[src/common/cipher_ctrl_pkg.sv]
package cipher_ctrl_pkg;

  ////////////////////////////////////////
  // Sparse boolean and rails
  ////////////////////////////////////////

  localparam int Sp2VWidth = 3; // One FSM rail per bit

  // Legal values are complementary, every other pattern is a fault
  typedef enum logic [Sp2VWidth-1:0] {
    SP2V_HIGH = 3'b011,
    SP2V_LOW  = 3'b100
  } sp2v_e;

  // Set bits mark positive rails, cleared bits mark inverted rails
  localparam logic [Sp2VWidth-1:0] RailPositive = SP2V_HIGH;

  // Guarded sparse inputs: in_valid, out_ready and sub_bytes_out_req
  localparam int NumSparseIn = 3;

  ////////////////////////////////////////
  // Operation and key length
  ////////////////////////////////////////

  typedef enum logic {
    CIPH_FWD = 1'b0,
    CIPH_INV = 1'b1
  } ciph_op_e;

  typedef enum logic [2:0] {
    AES_128 = 3'b001,
    AES_192 = 3'b010,
    AES_256 = 3'b100
  } key_len_e;

  localparam int RndCtrWidth = 4;

  // Last round per key length
  localparam logic [RndCtrWidth-1:0] NumRounds128 = 4'd10;
  localparam logic [RndCtrWidth-1:0] NumRounds192 = 4'd12;
  localparam logic [RndCtrWidth-1:0] NumRounds256 = 4'd14;

  ////////////////////////////////////////
  // Datapath selectors
  ////////////////////////////////////////

  localparam int StateSelWidth = 3;
  localparam int AddRkSelWidth = 3;

  // State register input mux
  typedef enum logic [StateSelWidth-1:0] {
    STATE_INIT  = 3'b100,
    STATE_ROUND = 3'b010,
    STATE_CLEAR = 3'b001
  } state_sel_e;

  // AddRoundKey input mux
  typedef enum logic [AddRkSelWidth-1:0] {
    ADD_RK_INIT  = 3'b100,
    ADD_RK_ROUND = 3'b010,
    ADD_RK_FINAL = 3'b001
  } add_rk_sel_e;

  ////////////////////////////////////////
  // Control FSM
  ////////////////////////////////////////

  // Shared by every rail, ERROR is terminal until reset
  typedef enum logic [2:0] {
    IDLE   = 3'b000,
    INIT   = 3'b011,
    ROUND  = 3'b101,
    FINISH = 3'b110,
    ERROR  = 3'b111
  } ctrl_state_e;

endpackage

[src/fsm/cipher_round_fsm.sv]
module cipher_round_fsm #(
  parameter bit RailInverted = 1'b0 // Rail handshake bits use inverted logic
) (
  input  logic                                    clk_i,
  input  logic                                    rst_ni,

  // Block handshake, rail bits
  input  logic                                    in_valid_i,
  output logic                                    in_ready_o,
  output logic                                    out_valid_o,
  input  logic                                    out_ready_i,

  // Block configuration
  input  cipher_ctrl_pkg::ciph_op_e               op_i,
  input  cipher_ctrl_pkg::key_len_e               key_len_i,

  // Fault inputs and alert
  input  logic                                    enc_err_i,
  input  logic                                    mismatch_i,
  output logic                                    alert_o,

  // Cipher datapath
  output cipher_ctrl_pkg::state_sel_e             state_sel_o,
  output logic                                    state_we_o,
  output logic                                    sub_bytes_en_o,
  input  logic                                    sub_bytes_out_req_i,
  output logic                                    sub_bytes_out_ack_o,
  output cipher_ctrl_pkg::add_rk_sel_e            add_rk_sel_o,

  // Key expansion
  output logic                                    key_expand_en_o,
  output cipher_ctrl_pkg::ciph_op_e               op_o,
  output logic [cipher_ctrl_pkg::RndCtrWidth-1:0] rnd_ctr_o
);

  cipher_ctrl_pkg::ctrl_state_e             state_d, state_q;
  cipher_ctrl_pkg::ciph_op_e                op_d, op_q;
  cipher_ctrl_pkg::key_len_e                key_len_d, key_len_q;
  logic [cipher_ctrl_pkg::RndCtrWidth-1:0]  rnd_ctr_d, rnd_ctr_q;
  logic [cipher_ctrl_pkg::RndCtrWidth-1:0]  last_rnd;
  logic                                     last_rnd_hit;

  // Positive logic copies of the rail bits
  logic in_valid, out_ready, sub_bytes_out_req;
  logic in_ready, out_valid, sub_bytes_en, sub_bytes_out_ack;
  logic state_we, key_expand_en;

  ////////////////////////////////////////
  // Rail polarity
  ////////////////////////////////////////

  assign in_valid          = in_valid_i ^ RailInverted;
  assign out_ready         = out_ready_i ^ RailInverted;
  assign sub_bytes_out_req = sub_bytes_out_req_i ^ RailInverted;

  assign in_ready_o          = in_ready ^ RailInverted;
  assign out_valid_o         = out_valid ^ RailInverted;
  assign sub_bytes_en_o      = sub_bytes_en ^ RailInverted;
  assign sub_bytes_out_ack_o = sub_bytes_out_ack ^ RailInverted;
  assign state_we_o          = state_we ^ RailInverted;
  assign key_expand_en_o     = key_expand_en ^ RailInverted;

  ////////////////////////////////////////
  // Round limit
  ////////////////////////////////////////

  always_comb begin : round_limit
    case (key_len_q)
      cipher_ctrl_pkg::AES_192: last_rnd = cipher_ctrl_pkg::NumRounds192;
      cipher_ctrl_pkg::AES_256: last_rnd = cipher_ctrl_pkg::NumRounds256;
      default:                  last_rnd = cipher_ctrl_pkg::NumRounds128;
    endcase
  end

  assign last_rnd_hit = (rnd_ctr_q == last_rnd);

  ////////////////////////////////////////
  // Next state and outputs
  ////////////////////////////////////////

  always_comb begin : fsm_comb
    state_d   = state_q;
    op_d      = op_q;
    key_len_d = key_len_q;
    rnd_ctr_d = rnd_ctr_q;

    in_ready          = 1'b0;
    out_valid         = 1'b0;
    sub_bytes_en      = 1'b0;
    sub_bytes_out_ack = 1'b0;
    state_we          = 1'b0;
    key_expand_en     = 1'b0;
    state_sel_o       = cipher_ctrl_pkg::STATE_ROUND;
    add_rk_sel_o      = cipher_ctrl_pkg::ADD_RK_ROUND;
    alert_o           = 1'b0;

    case (state_q)
      cipher_ctrl_pkg::IDLE: begin
        in_ready = 1'b1;
        if (in_valid) begin
          op_d      = op_i; // Key expansion follows the block operation
          key_len_d = key_len_i;
          rnd_ctr_d = '0;
          state_d   = cipher_ctrl_pkg::INIT;
        end
      end

      // Initial AddRoundKey with round key 0
      cipher_ctrl_pkg::INIT: begin
        state_we     = 1'b1;
        state_sel_o  = cipher_ctrl_pkg::STATE_INIT;
        add_rk_sel_o = cipher_ctrl_pkg::ADD_RK_INIT;
        rnd_ctr_d    = cipher_ctrl_pkg::RndCtrWidth'(1);
        state_d      = cipher_ctrl_pkg::ROUND;
      end

      cipher_ctrl_pkg::ROUND: begin
        sub_bytes_en = 1'b1;
        if (sub_bytes_out_req) begin // Round completes in this cycle
          sub_bytes_out_ack = 1'b1;
          state_we          = 1'b1;
          key_expand_en     = 1'b1;
          add_rk_sel_o      = last_rnd_hit ? cipher_ctrl_pkg::ADD_RK_FINAL
                                           : cipher_ctrl_pkg::ADD_RK_ROUND;
          rnd_ctr_d         = rnd_ctr_q + cipher_ctrl_pkg::RndCtrWidth'(1);
          if (last_rnd_hit) begin
            state_d = cipher_ctrl_pkg::FINISH;
          end
        end
      end

      cipher_ctrl_pkg::FINISH: begin
        out_valid = 1'b1; // Held until the result is taken
        if (out_ready) begin
          state_d = cipher_ctrl_pkg::IDLE;
        end
      end

      cipher_ctrl_pkg::ERROR: begin
        alert_o     = 1'b1;
        state_sel_o = cipher_ctrl_pkg::STATE_CLEAR;
      end

      default: state_d = cipher_ctrl_pkg::ERROR; // Corrupted state register
    endcase

    // Any fault wins over the regular transition
    if (enc_err_i || mismatch_i) begin
      state_d = cipher_ctrl_pkg::ERROR;
    end
  end

  always_ff @(posedge clk_i or negedge rst_ni) begin : fsm_regs
    if (!rst_ni) begin
      state_q   <= cipher_ctrl_pkg::IDLE;
      op_q      <= cipher_ctrl_pkg::CIPH_FWD;
      key_len_q <= cipher_ctrl_pkg::AES_128;
      rnd_ctr_q <= '0;
    end else begin
      state_q   <= state_d;
      op_q      <= op_d;
      key_len_q <= key_len_d;
      rnd_ctr_q <= rnd_ctr_d;
    end
  end

  assign op_o      = op_q;
  assign rnd_ctr_o = rnd_ctr_q;

endmodule

[src/rtl/cipher_ctrl_top.sv]
module cipher_ctrl_top (
  input  logic                                    clk_i,
  input  logic                                    rst_ni,

  // Block handshake
  input  cipher_ctrl_pkg::sp2v_e                  in_valid_i,
  output cipher_ctrl_pkg::sp2v_e                  in_ready_o,
  output cipher_ctrl_pkg::sp2v_e                  out_valid_o,
  input  cipher_ctrl_pkg::sp2v_e                  out_ready_i,

  input  cipher_ctrl_pkg::ciph_op_e               op_i,
  input  cipher_ctrl_pkg::key_len_e               key_len_i,

  // Cipher datapath
  output cipher_ctrl_pkg::sp2v_e                  sub_bytes_en_o,
  input  cipher_ctrl_pkg::sp2v_e                  sub_bytes_out_req_i,
  output cipher_ctrl_pkg::sp2v_e                  sub_bytes_out_ack_o,
  output cipher_ctrl_pkg::sp2v_e                  state_we_o,
  output cipher_ctrl_pkg::state_sel_e             state_sel_o,
  output cipher_ctrl_pkg::add_rk_sel_e            add_rk_sel_o,

  // Key expansion
  output cipher_ctrl_pkg::sp2v_e                  key_expand_en_o,
  output cipher_ctrl_pkg::ciph_op_e               key_expand_op_o,
  output logic [cipher_ctrl_pkg::RndCtrWidth-1:0] key_expand_round_o,

  output logic                                    alert_o
);

  cipher_ctrl_pkg::sp2v_e [cipher_ctrl_pkg::NumSparseIn-1:0] sp_sig;
  logic [cipher_ctrl_pkg::NumSparseIn-1:0][cipher_ctrl_pkg::Sp2VWidth-1:0] sp_rail;
  logic enc_err;
  logic mismatch;

  // Rail bits of the sparse outputs
  logic [cipher_ctrl_pkg::Sp2VWidth-1:0] sp_in_ready, sp_out_valid;
  logic [cipher_ctrl_pkg::Sp2VWidth-1:0] sp_sub_bytes_en, sp_sub_bytes_out_ack;
  logic [cipher_ctrl_pkg::Sp2VWidth-1:0] sp_state_we, sp_key_expand_en;

  // Full per-rail copies
  cipher_ctrl_pkg::state_sel_e  [cipher_ctrl_pkg::Sp2VWidth-1:0] mr_state_sel;
  cipher_ctrl_pkg::add_rk_sel_e [cipher_ctrl_pkg::Sp2VWidth-1:0] mr_add_rk_sel;
  cipher_ctrl_pkg::ciph_op_e    [cipher_ctrl_pkg::Sp2VWidth-1:0] mr_op;
  logic [cipher_ctrl_pkg::Sp2VWidth-1:0][cipher_ctrl_pkg::RndCtrWidth-1:0] mr_rnd_ctr;
  logic [cipher_ctrl_pkg::Sp2VWidth-1:0] mr_alert;

  assign sp_sig[0] = in_valid_i;
  assign sp_sig[1] = out_ready_i;
  assign sp_sig[2] = sub_bytes_out_req_i;

  sparse_sig_guard #(
    .NumSig ( cipher_ctrl_pkg::NumSparseIn )
  ) u_guard (
    .sig_i  ( sp_sig  ),
    .rail_o ( sp_rail ),
    .err_o  ( enc_err )
  );

  ////////////////////////////////////////
  // Redundant FSM rails
  ////////////////////////////////////////

  for (genvar i = 0; i < cipher_ctrl_pkg::Sp2VWidth; i++) begin : gen_rail
    cipher_round_fsm #(
      .RailInverted ( ~cipher_ctrl_pkg::RailPositive[i] )
    ) u_rail (
      .clk_i               ( clk_i                   ),
      .rst_ni              ( rst_ni                  ),
      .in_valid_i          ( sp_rail[0][i]           ),
      .in_ready_o          ( sp_in_ready[i]          ),
      .out_valid_o         ( sp_out_valid[i]         ),
      .out_ready_i         ( sp_rail[1][i]           ),
      .op_i                ( op_i                    ),
      .key_len_i           ( key_len_i               ),
      .enc_err_i           ( enc_err                 ),
      .mismatch_i          ( mismatch                ),
      .alert_o             ( mr_alert[i]             ),
      .state_sel_o         ( mr_state_sel[i]         ),
      .state_we_o          ( sp_state_we[i]          ),
      .sub_bytes_en_o      ( sp_sub_bytes_en[i]      ),
      .sub_bytes_out_req_i ( sp_rail[2][i]           ),
      .sub_bytes_out_ack_o ( sp_sub_bytes_out_ack[i] ),
      .add_rk_sel_o        ( mr_add_rk_sel[i]        ),
      .key_expand_en_o     ( sp_key_expand_en[i]     ),
      .op_o                ( mr_op[i]                ),
      .rnd_ctr_o           ( mr_rnd_ctr[i]           )
    );
  end

  rail_combiner u_combiner (
    .mr_in_ready_i          ( sp_in_ready          ),
    .mr_out_valid_i         ( sp_out_valid         ),
    .mr_sub_bytes_en_i      ( sp_sub_bytes_en      ),
    .mr_sub_bytes_out_ack_i ( sp_sub_bytes_out_ack ),
    .mr_state_we_i          ( sp_state_we          ),
    .mr_key_expand_en_i     ( sp_key_expand_en     ),
    .mr_state_sel_i         ( mr_state_sel         ),
    .mr_add_rk_sel_i        ( mr_add_rk_sel        ),
    .mr_op_i                ( mr_op                ),
    .mr_rnd_ctr_i           ( mr_rnd_ctr           ),
    .mr_alert_i             ( mr_alert             ),
    .in_ready_o             ( in_ready_o           ),
    .out_valid_o            ( out_valid_o          ),
    .sub_bytes_en_o         ( sub_bytes_en_o       ),
    .sub_bytes_out_ack_o    ( sub_bytes_out_ack_o  ),
    .state_we_o             ( state_we_o           ),
    .key_expand_en_o        ( key_expand_en_o      ),
    .state_sel_o            ( state_sel_o          ),
    .add_rk_sel_o           ( add_rk_sel_o         ),
    .key_expand_op_o        ( key_expand_op_o      ),
    .key_expand_round_o     ( key_expand_round_o   ),
    .alert_o                ( alert_o              ),
    .mismatch_o             ( mismatch             ) // Back to every rail
  );

endmodule

[src/rtl/rail_combiner.sv]
module rail_combiner (
  // Sparse outputs, one bit per rail
  input  logic [cipher_ctrl_pkg::Sp2VWidth-1:0]         mr_in_ready_i,
  input  logic [cipher_ctrl_pkg::Sp2VWidth-1:0]         mr_out_valid_i,
  input  logic [cipher_ctrl_pkg::Sp2VWidth-1:0]         mr_sub_bytes_en_i,
  input  logic [cipher_ctrl_pkg::Sp2VWidth-1:0]         mr_sub_bytes_out_ack_i,
  input  logic [cipher_ctrl_pkg::Sp2VWidth-1:0]         mr_state_we_i,
  input  logic [cipher_ctrl_pkg::Sp2VWidth-1:0]         mr_key_expand_en_i,

  // Full copies, one per rail
  input  cipher_ctrl_pkg::state_sel_e  [cipher_ctrl_pkg::Sp2VWidth-1:0] mr_state_sel_i,
  input  cipher_ctrl_pkg::add_rk_sel_e [cipher_ctrl_pkg::Sp2VWidth-1:0] mr_add_rk_sel_i,
  input  cipher_ctrl_pkg::ciph_op_e    [cipher_ctrl_pkg::Sp2VWidth-1:0] mr_op_i,
  input  logic [cipher_ctrl_pkg::Sp2VWidth-1:0][cipher_ctrl_pkg::RndCtrWidth-1:0] mr_rnd_ctr_i,
  input  logic [cipher_ctrl_pkg::Sp2VWidth-1:0]         mr_alert_i,

  output cipher_ctrl_pkg::sp2v_e                        in_ready_o,
  output cipher_ctrl_pkg::sp2v_e                        out_valid_o,
  output cipher_ctrl_pkg::sp2v_e                        sub_bytes_en_o,
  output cipher_ctrl_pkg::sp2v_e                        sub_bytes_out_ack_o,
  output cipher_ctrl_pkg::sp2v_e                        state_we_o,
  output cipher_ctrl_pkg::sp2v_e                        key_expand_en_o,
  output cipher_ctrl_pkg::state_sel_e                   state_sel_o,
  output cipher_ctrl_pkg::add_rk_sel_e                  add_rk_sel_o,
  output cipher_ctrl_pkg::ciph_op_e                     key_expand_op_o,
  output logic [cipher_ctrl_pkg::RndCtrWidth-1:0]       key_expand_round_o,
  output logic                                          alert_o,
  output logic                                          mismatch_o
);

  logic [cipher_ctrl_pkg::StateSelWidth-1:0] state_sel;
  logic [cipher_ctrl_pkg::AddRkSelWidth-1:0] add_rk_sel;
  logic                                      op;
  logic [cipher_ctrl_pkg::RndCtrWidth-1:0]   rnd_ctr;

  // Each rail contributes its own bit of every sparse word
  assign in_ready_o          = cipher_ctrl_pkg::sp2v_e'(mr_in_ready_i);
  assign out_valid_o         = cipher_ctrl_pkg::sp2v_e'(mr_out_valid_i);
  assign sub_bytes_en_o      = cipher_ctrl_pkg::sp2v_e'(mr_sub_bytes_en_i);
  assign sub_bytes_out_ack_o = cipher_ctrl_pkg::sp2v_e'(mr_sub_bytes_out_ack_i);
  assign state_we_o          = cipher_ctrl_pkg::sp2v_e'(mr_state_we_i);
  assign key_expand_en_o     = cipher_ctrl_pkg::sp2v_e'(mr_key_expand_en_i);

  // OR over all rails, then compare every rail against the result
  always_comb begin : combine_rails
    state_sel  = '0;
    add_rk_sel = '0;
    op         = 1'b0;
    rnd_ctr    = '0;
    mismatch_o = 1'b0;

    for (int i = 0; i < cipher_ctrl_pkg::Sp2VWidth; i++) begin
      state_sel  |= mr_state_sel_i[i];
      add_rk_sel |= mr_add_rk_sel_i[i];
      op         |= mr_op_i[i];
      rnd_ctr    |= mr_rnd_ctr_i[i];
    end

    for (int i = 0; i < cipher_ctrl_pkg::Sp2VWidth; i++) begin
      if (state_sel  != mr_state_sel_i[i]  ||
          add_rk_sel != mr_add_rk_sel_i[i] ||
          op         != mr_op_i[i]         ||
          rnd_ctr    != mr_rnd_ctr_i[i]) begin
        mismatch_o = 1'b1; // Divergent rail
      end
    end
  end

  assign state_sel_o        = cipher_ctrl_pkg::state_sel_e'(state_sel);
  assign add_rk_sel_o       = cipher_ctrl_pkg::add_rk_sel_e'(add_rk_sel);
  assign key_expand_op_o    = cipher_ctrl_pkg::ciph_op_e'(op);
  assign key_expand_round_o = rnd_ctr;
  assign alert_o            = |mr_alert_i; // A single rail is enough

endmodule

[src/rtl/sparse_sig_guard.sv]
module sparse_sig_guard #(
  parameter int NumSig = 1
) (
  input  cipher_ctrl_pkg::sp2v_e [NumSig-1:0]                         sig_i,
  output logic [NumSig-1:0][cipher_ctrl_pkg::Sp2VWidth-1:0]          rail_o,
  output logic                                                        err_o
);

  logic [NumSig-1:0] sig_err; // Per signal encoding fault

  ////////////////////////////////////////
  // Encoding check
  ////////////////////////////////////////

  always_comb begin : check_sig
    for (int i = 0; i < NumSig; i++) begin
      // Only the two complementary words are legal
      sig_err[i] = (sig_i[i] != cipher_ctrl_pkg::SP2V_HIGH) &&
                   (sig_i[i] != cipher_ctrl_pkg::SP2V_LOW);
    end
  end

  assign err_o = |sig_err;

  ////////////////////////////////////////
  // Rail split
  ////////////////////////////////////////

  // Bit j of each word goes to rail j, polarity left as is
  always_comb begin : split_rails
    for (int i = 0; i < NumSig; i++) begin
      rail_o[i] = sig_i[i];
    end
  end

endmodule

[config.mk]
export PLATFORM = sky130hd
export DESIGN_NAME = cipher_ctrl_top
export DESIGN_NICKNAME = d
export VERILOG_FILES = /design/src/common/cipher_ctrl_pkg.sv /design/src/fsm/cipher_round_fsm.sv /design/src/rtl/cipher_ctrl_top.sv /design/src/rtl/rail_combiner.sv /design/src/rtl/sparse_sig_guard.sv
export SDC_FILE = /design/constraint.sdc
export NUM_CORES = 1
export LEC_CHECK = 0
export BUFFER_PORTS_ARGS = -buffer_cell sky130_fd_sc_hd__buf_2
export CAP_MARGIN = 15
export CORE_MARGIN = 4
export CORE_UTILIZATION = 51
export CTS_CLUSTER_DIAMETER = 200
export DETAILED_ROUTE_END_ITERATION = 10
export GPL_ROUTABILITY_DRIVEN = 0
export PLACE_DENSITY_LB_ADDON = 0.08
export SLEW_MARGIN = 20
export SYNTH_ARGS = -nofsm -noshare
export SYNTH_HDL_FRONTEND = slang
export SYNTH_HIERARCHICAL = 1
export SYNTH_SLANG_ARGS = --single-unit
[constraint.sdc]
create_clock -name clk_i -period 6.6 [get_ports clk_i]
set_clock_uncertainty 0.1 [all_clocks]
set_input_delay 0.99 -clock clk_i [delete_from_list [all_inputs] [get_ports clk_i]]
set_output_delay 0.99 -clock clk_i [all_outputs]
set_load 0.02 [all_outputs]
==> results of run 1 <==
sequential cells by signal (all words and copies together) (netlist names):
signal and cells:
gen_rail.u_rail/state_q 9, gen_rail.u_rail/key_len_q 9, gen_rail.u_rail/rnd_ctr_o 12, gen_rail.u_rail/op_o 3
worst reg2reg max path, cell delays in order (launching register included):
cell and delay (ps):
dfrtp_1 590, and3b_1 370, nand2_1 80, a31oi_1 300, nor2_1 110, or3_1 350, a22o_1 220, a221oi_2 170
nand4_1 260, a211o_1 340, a21oi_1 100, a21bo_1 210
path summary, 6_finish.rpt:
kind | startpoint | slack [ps] | end | depth (start not counted)
worst min register to register | gen_rail[2].u_rail/op_o | 450 | gen_rail[2].u_rail/op_o | 1
min in group asynchronous | rst_ni | 660 | gen_rail[2].u_rail/rnd_ctr_o[1] | 1
worst min-delay path | gen_rail[2].u_rail/op_o | 450 | gen_rail[2].u_rail/op_o | 1
worst max register to register | gen_rail[1].u_rail/state_q[2] | 3290 | gen_rail[2].u_rail/state_q[0] | 11
worst max-delay path | sub_bytes_out_req_i[2] | 3100 | add_rk_sel_o[1] | 7
max in group asynchronous | rst_ni | 5250 | gen_rail[1].u_rail/rnd_ctr_o[1] | 1
final cells by class:
type                       instances  area share (%)
inverter                          10            1.41
timing repair buffer              44            7.99
clock buffer                       8            3.27
multi-input combinational        223            54.1
sequential                        33            30.1
tap                               70            3.18
power groups by stage:
stage	Sequential, mW	Clock (mW)	Combinational, mW
2_1_floorplan	0.211	0	0.0161
3_3_place_gp	0.211	0	0.0262
3_5_place_dp	0.211	0	0.0265
4_1_cts	0.208	0.162	0.0266
5_1_grt	0.208	0.172	0.0293
6_report	0.208	0.157	0.0259
synthesized netlist by cell type, drive strengths merged (3+ instances only):
cell type	count	share of area (%)
nor4b	3	1.2
nand3	8	1.5
a211o	3	0.97
inv	9	1.2
or2	3	0.69
buf	45	13
ha	3	1.4
nand2b	4	0.92
a22o	3	0.97
a21oi	12	2.2
and4b	3	1.1
nor4	3	1.2
xnor2	5	1.6
mux2	12	5.1
dfstp	3	2.9
o211ai	5	1.4
o21bai	4	1.1
dfrtp	30	28
nand4	5	1.2
xor2	4	1.3
nand2	28	4.3
and3b	5	1.6
nor3	6	1.1
nor2b	4	0.92
nor2	32	4.4
o22ai	5	1.4
or3	17	4.5
o21ai	14	2.7
and3	5	1.2
metrics by stage:
stage / instance area [µm²] / utilization, %
2_1_floorplan: 2710 / -
3_3_place_gp: 2670 / 51.9
3_5_place_dp: 2670 / 51.9
4_1_cts: 2760 / 53.7
5_1_grt: 2760 / 53.7
6_report: 2760 / 53.7
kinds of logic after synthesis:
family,after synthesis
simple gates,138
mux,13
xor+xnor,9
buf+inv,56
flops,33
compound gates,60
fa+ha+maj,3
routing by layer:
metal  up-vias  track usage (%)
met4         0             6.08
met3         5             4.10
met5         -                0
met1      1034             28.2
met2        61             32.4
li1       1094                -
==> summary.md, run 1 <==
| Metric | Value |
|---|---|
| Outcome | completed |
| Synth Cell Area | 0.00271 mm² |
| Detailed placement HPWL | 4.79 mm |
| Post-route clock period utilization | 53.0% |
| Comb pwr share | 6.6% |
| Final Worst Setup Slack | 3100 ps |
| DRC Markers | 0 |
| Unique masters post-synth | 67 |
| Mux cell area share after synthesis | 5.50% |
| All-Layer GR Usage | approximately a fifth |
| Total Wirelength | 6.25 mm |
| Die X | about 81 µm |
| Most frequent cells in the layout | buf_2, nor2_1, dfrtp_1, nand2_1, or3_1 |
| Max-Cap Viols | 0 |
| Setup violators final | 0 |
| Filler cells | approximately 520 |
| First-pass GRT wire length | about 10 mm |
| Design Power | 0.390 mW |
| Root Buffer | clkbuf_8 |
| Hold buffers post-CTS | 0 |
| Synth Flop Type | dfrtp_1 |
| Setup TNS | 0 ps |
| Slew headroom | 49.9% |
| Max Used Layer | met4 |
| Setup crit start kind | input pin |
| Synth Area in XOR/XNOR | 2.91% |
| H-Tree Level Count | 2 |
| CP Cell Sequence | buf_2, nor2_1, nand4b_1, o21a_1, o22a_1, or3_1, buf_2 |
| Pwr dens | 141 mW/mm² |
| Syn Area/Cell | around 8.7 µm² |
| Drt first-iter violations | 113 |
| Clk_lat worst skew | 290 ps |
| Die outline area | 0.00653 mm² |
| HP Class | flip-flop to flip-flop |
| Crit path DAT | about 2400 ps |
| Syn Nets | 330 |
| CTS tree | yes |
| Die height | 80.8 µm |
| Flops & latches, synth | 33 |
| Final net count | 335 |
| Routed met3 length | about 390 µm |
| Critical Path RT | 5510 ps |
| FMAX | between 0.2 and 0.3 GHz |
| Largest family of logic cells by synthesized area | simple AND/OR/NAND/NOR gates |
| Vias in the first global route | 2011 |
| Total I/O pin count | 45 |
| Sequential share of the synthesized area | 30.7% |
| Clock Power Share | 40.1% |
| WP buf/inv | 2 |
| Total grt overflow | 0 |
| CTS clk-pin slew, worst paths | 70 ps |
| Worst vdd rail ir drop | 0.119 mV |
| Slew @ Worst Pin | approximately 750 ps |
| Worst Path Max Fanout | 5 |
| WL/cell | 16.1 µm |
| Slowest CP cell | or3_1 |
| Period minus WS final | about 3500 ps |
| Post-synth EDFFs | 0 |
| Area fraction in compound gates after synthesis | between 10% and 20% |
| Seq pwr share | a little over half |
| Register Area | between 800 and 900 µm² |
| Final Hold Vio Count | 0 |
| Switching fraction of total power | 23.0% |
| Met1 wire length | 2.92 mm |
| Initial antenna violation count | 0 |
| CTS buffer count | 5 |
| Placed cells | 380 |
| Initial Util | 52.6% |
| CP top delay family | simple AND/OR/NAND/NOR gates |
| Post-cts resize count | 0 |
| Detail Route Antenna Nets | 0 |
| DRT Pass-1 Iters | 4 |
| Most used cell, CP | buf_2 |
| Gate Count Post-Synth | approximately 310 |
| Fin cells | around 390 |
| CP max stage delay | ~390 ps |
| Sw power | 0.0899 mW |
| Largest net degree at the start of global routing | 34 |
| Adder-Cell Fraction of Synth Area | between 1 and 1.5% |
| P_int | 0.300 mW |
| Post-Place Setup Slack | 2860 ps |
| Post-CTS Setup Bufs | 0 |
| DR vias/cell | 5.65 |
| Fraction of layout cells with a size suffix above 1 | 25.5% |
| Critical path class | input pin to output port |
| Row cnt | 26 |
| Max Slew Vio Count | 0 |
| CP Capture Type | output port |
| CTS Sinks | 33 |
| Leak | 1.26 nW |
| I/O Buffers | 44 |
| Core area | between 0.005 and 0.006 mm² |
| Area Growth Syn to Fin | 1.94% |
| Number of diodes | 0 |
| Met2 WL | about 2.9 mm |
| Hold_ws | roughly 450 ps |
| RSZ-0062 raised after global routing | no |
| Multi-input gate area | 0.00149 mm² |
| Ys Warns | 6 |
| Most common cell after layout, fill and taps aside | buf_2 |
| Via count | around 2.2k |
| Max clock buf depth | 2 |
| Ys async rst share | 100% |
| Simple-gate share of the synthesized area | 29.5% |
(Power assumes the default switching activity.)
==> inputs of run 2 (changes only) <==
--- a/config.mk
+++ b/config.mk
@@ -5,6 +5,7 @@
 export SDC_FILE = /design/constraint.sdc
 export NUM_CORES = 1
 export LEC_CHECK = 0
+export ABC_AREA = 1
 export BUFFER_PORTS_ARGS = -buffer_cell sky130_fd_sc_hd__buf_2
 export CAP_MARGIN = 15
 export CORE_MARGIN = 4
==> constraint.sdc (replaced) <==
create_clock -name clk_i -period 3.35 [get_ports clk_i]
set_clock_uncertainty 0.1 [all_clocks]
set_input_delay 0.5025 -clock clk_i [delete_from_list [all_inputs] [get_ports clk_i]]
set_output_delay 0.5025 -clock clk_i [all_outputs]
set_load 0.02 [all_outputs]
==> summary.md, run 2 <==
| Metric | Value |
|---|---|
| DRC Markers | 0 (unchanged) |
| Gate Count Post-Synth | 450 (was 312) |
| Adder-Cell Fraction of Synth Area | 1.27% (was 1.39%) |
| Leak | 1.82 nW (was 1.26 nW) |
| Pwr dens | 302 mW/mm² (was 141 mW/mm²) |
| DR vias/cell | 5.09 (was 5.65) |
| Hold buffers post-CTS | 0 (unchanged) |
| Row cnt | 27 (was 26) |
| Post-cts resize count | 0 (unchanged) |
| H-Tree Level Count | 2 (unchanged) |
| I/O Buffers | 44 (unchanged) |
| RSZ-0062 raised after global routing | no (unchanged) |
| Filler cells | 558 (was 521) |
| CTS Sinks | 33 (unchanged) |
| Ys Warns | 6 (unchanged) |
| Mux cell area share after synthesis | 1.27% (was 5.50%) |
| Worst Path Max Fanout | 6 (was 5) |
| Total grt overflow | 0 (unchanged) |
| All-Layer GR Usage | 20.3% (was 20.5%) |
| Initial antenna violation count | 0 (unchanged) |
| Die X | 84.2 µm (was 80.8 µm) |
| Number of diodes | 0 (unchanged) |
| Register Area | 830 µm² (unchanged) |
| Final net count | 482 (was 335) |
| Die height | 84.2 µm (was 80.8 µm) |
| Largest family of logic cells by synthesized area | simple AND/OR/NAND/NOR gates (unchanged) |
| Slew headroom | 47.8% (was 49.9%) |
| Max clock buf depth | 2 (unchanged) |
| WL/cell | 13.0 µm (was 16.1 µm) |
| Area fraction in compound gates after synthesis | 11.4% (was 15.8%) |
| Period minus WS final | 2860 ps |
| Die outline area | 0.00709 mm² (was 0.00653 mm²) |
| Largest net degree at the start of global routing | 34 (unchanged) |
| Flops & latches, synth | 33 (unchanged) |
| Unique masters post-synth | 35 (was 67) |
| Fraction of layout cells with a size suffix above 1 | 22.4% (was 25.5%) |
| Crit path DAT | 2950 ps (was 2410 ps) |
| Critical path class | flip-flop to flip-flop (was input pin to output port) |
| Vias in the first global route | 2628 (was 2011) |
| Detail Route Antenna Nets | 0 (unchanged) |
| Via count | 2735 (was 2194) |
| Slew @ Worst Pin | 784 ps (was 752 ps) |
| Final Hold Vio Count | 0 (unchanged) |
| Syn Area/Cell | 6.58 µm² (was 8.67 µm²) |
| Post-synth top cells | nand2_1, inv_1, nor2_1, nand3_1, buf_4 (was buf_4, nor2_1, dfrtp_1, nand2_1, or3_1) |
| Post-synth EDFFs | 0 (unchanged) |
| Initial Util | 53.2% (was 52.6%) |
| Area Growth Syn to Fin | 5.57% (was 1.94%) |
| HP Class | input pin to asynchronous set/reset pin (was flip-flop to flip-flop) |
| Worst vdd rail ir drop | 0.157 mV (was 0.119 mV) |
| Total I/O pin count | 45 (unchanged) |
| Worst reg2reg endpoint | gen_rail[2].u_rail/state_q[2] (was gen_rail[2].u_rail/state_q[0]) |
| Setup crit start kind | flip-flop (was input pin) |
| Worst R2R Start | gen_rail[0].u_rail/key_len_q[0] (was gen_rail[1].u_rail/state_q[2]) |
| Synth Cell Area | 0.00296 mm² (was 0.00271 mm²) |
| Setup TNS | 0 ps (unchanged) |
| Detailed placement HPWL | 5.55 mm (was 4.79 mm) |
| Multi-input gate area | 0.00155 mm² (was 0.00149 mm²) |
| Fin cells | 537 (was 388) |
| Outcome | completed (unchanged) |
| Worst r2r path cells | 18 (was 11) |
| Design Power | 0.946 mW (was 0.390 mW) |
| Most frequent cells in the layout | nand2_1, inv_1, nor2_1, buf_2, nand3_1 (was buf_2, nor2_1, dfrtp_1, nand2_1, or3_1) |
| Synth area leaders | dfrtp_1, nand2_1, buf_4 (was dfrtp_1, buf_4, nor2_1) |
| Drt first-iter violations | 202 (was 113) |
| Post-route clock period utilization | a little under nine tenths |
| Clk_lat worst skew | 290 ps (about the same) |
| Critical Path RT | 3440 ps (was 5510 ps) |
| Setup slack on the worst flop-to-flop path | 490 ps (was 3290 ps) |
| Post-CTS Setup Bufs | 0 (unchanged) |
| Ys async rst share | 100% (unchanged) |
| Simple-gate share of the synthesized area | 38.3% (was 29.5%) |
| First-pass GRT wire length | 11.8 mm (was 10.1 mm) |
| CTS clk-pin slew, worst paths | 80 ps (was 70 ps) |
| Cell with the most instances after synthesis | nand2_1 (was buf_4) |
| Synth area leader | dfrtp_1 (unchanged) |
| Most common cell after layout, fill and taps aside | nand2_1 (was buf_2) |
| Core area | 0.00557 mm² (was 0.00514 mm²) |
| CTS buffer count | 5 (unchanged) |
| Share of Yosys cell area claimed by the top area cell type | 25.3% (was 27.8%) |
| CTS tree | yes (unchanged) |
| Synth Area in XOR/XNOR | 0% (was 2.91%) |
| FMAX | 0.350 GHz |
| Setup violators final | 0 (unchanged) |
| Max reg flops | 12 (unchanged) |
| Max-Cap Viols | 0 (unchanged) |
| Synth Flop Type | dfrtp_1 (unchanged) |
| DRT Pass-1 Iters | 5 (was 4) |
| Syn Nets | 468 (was 330) |
| Placed cells | 529 (was 380) |
| CP Capture Type | flip-flop (was output port) |
| Total Wirelength | 6.99 mm (was 6.25 mm) |
| Max Slew Vio Count | 0 (unchanged) |
| Sequential share of the synthesized area | 28.0% (was 30.7%) |
| Root Buffer | clkbuf_8 (unchanged) |
## run 2: cell families after synthesis
kind of cell               count (synthesis)
AOI/OAI and AO/OA                         61
adders and majority gates                  3
buffers and inverters                    116
DFF                                       33
muxes                                      3
and+or+nand+nor                          234
## run 2: through the flow
stage               area, µm²  hold WS (ps)  setup WS [ps]  util (%)
global route             3130           254           82.9      56.1
global placement         2990           415            522      53.6
detailed placement       2990           425            414      53.6
CTS                      3130           223            489      56.1
finish                   3130           196            491      56.1
floorplan                2960           107            720         -
## run 2: routing by layer
metal  GRT usage, %  wire length, µm  vias up
li1               -                -     1415
met1           27.3             3220     1237
met2           34.1             3260       77
met3           3.14              420        6
met4           5.41               84        0
met5              0                0        -
## run 2: worst max-delay path, stage by stage (launching register included)
cell and delay [ps]:
dfstp_2 520, inv_1 70, nand3_1 120, nand3b_1 90, nand2_1 70, nand2_1 70, nor2_1 240, nor2_1 110
o21ai_0 180, nand2_1 70, nor2_1 120, nand3_1 80, nor2_1 80, nand2_1 140, nor2_1 330, o21a_1 190
nand3_1 60, nand2_1 70, nand2_1 40
## run 2: final cells by class
class,count,area share [%]
clock buffers,5,2.20
clock inverters,3,2.20
inverters,78,9.36
multi-input cells,301,49.6
flip-flops and latches,33,26.5
well taps,72,2.88
repair buffers,45,7.28
## run 2: how the worst max path moves through the flow
stage | slack (ps) | start | cells past startpoint | endpoint
after detailed placement | 410 | sub_bytes_out_req_i[0] | 19 | gen_rail[2].u_rail/state_q[2]
final | 490 | gen_rail[0].u_rail/key_len_q[0] | 18 | gen_rail[2].u_rail/state_q[2]
after global placement | 520 | sub_bytes_out_req_i[0] | 19 | gen_rail[2].u_rail/state_q[2]
after floorplan | 720 | sub_bytes_out_req_i[0] | 19 | gen_rail[2].u_rail/state_q[2]
after global routing | 80 | gen_rail[0].u_rail/key_len_q[0] | 18 | gen_rail[2].u_rail/state_q[2]
after CTS | 490 | gen_rail[0].u_rail/key_len_q[0] | 18 | gen_rail[2].u_rail/state_q[2]
## run 2: power breakdown
group / switching, mW / internal [mW]
Combinational: 0.0430 / 0.0225
Clock: 0.166 / 0.300
Sequential: 0.00951 / 0.405
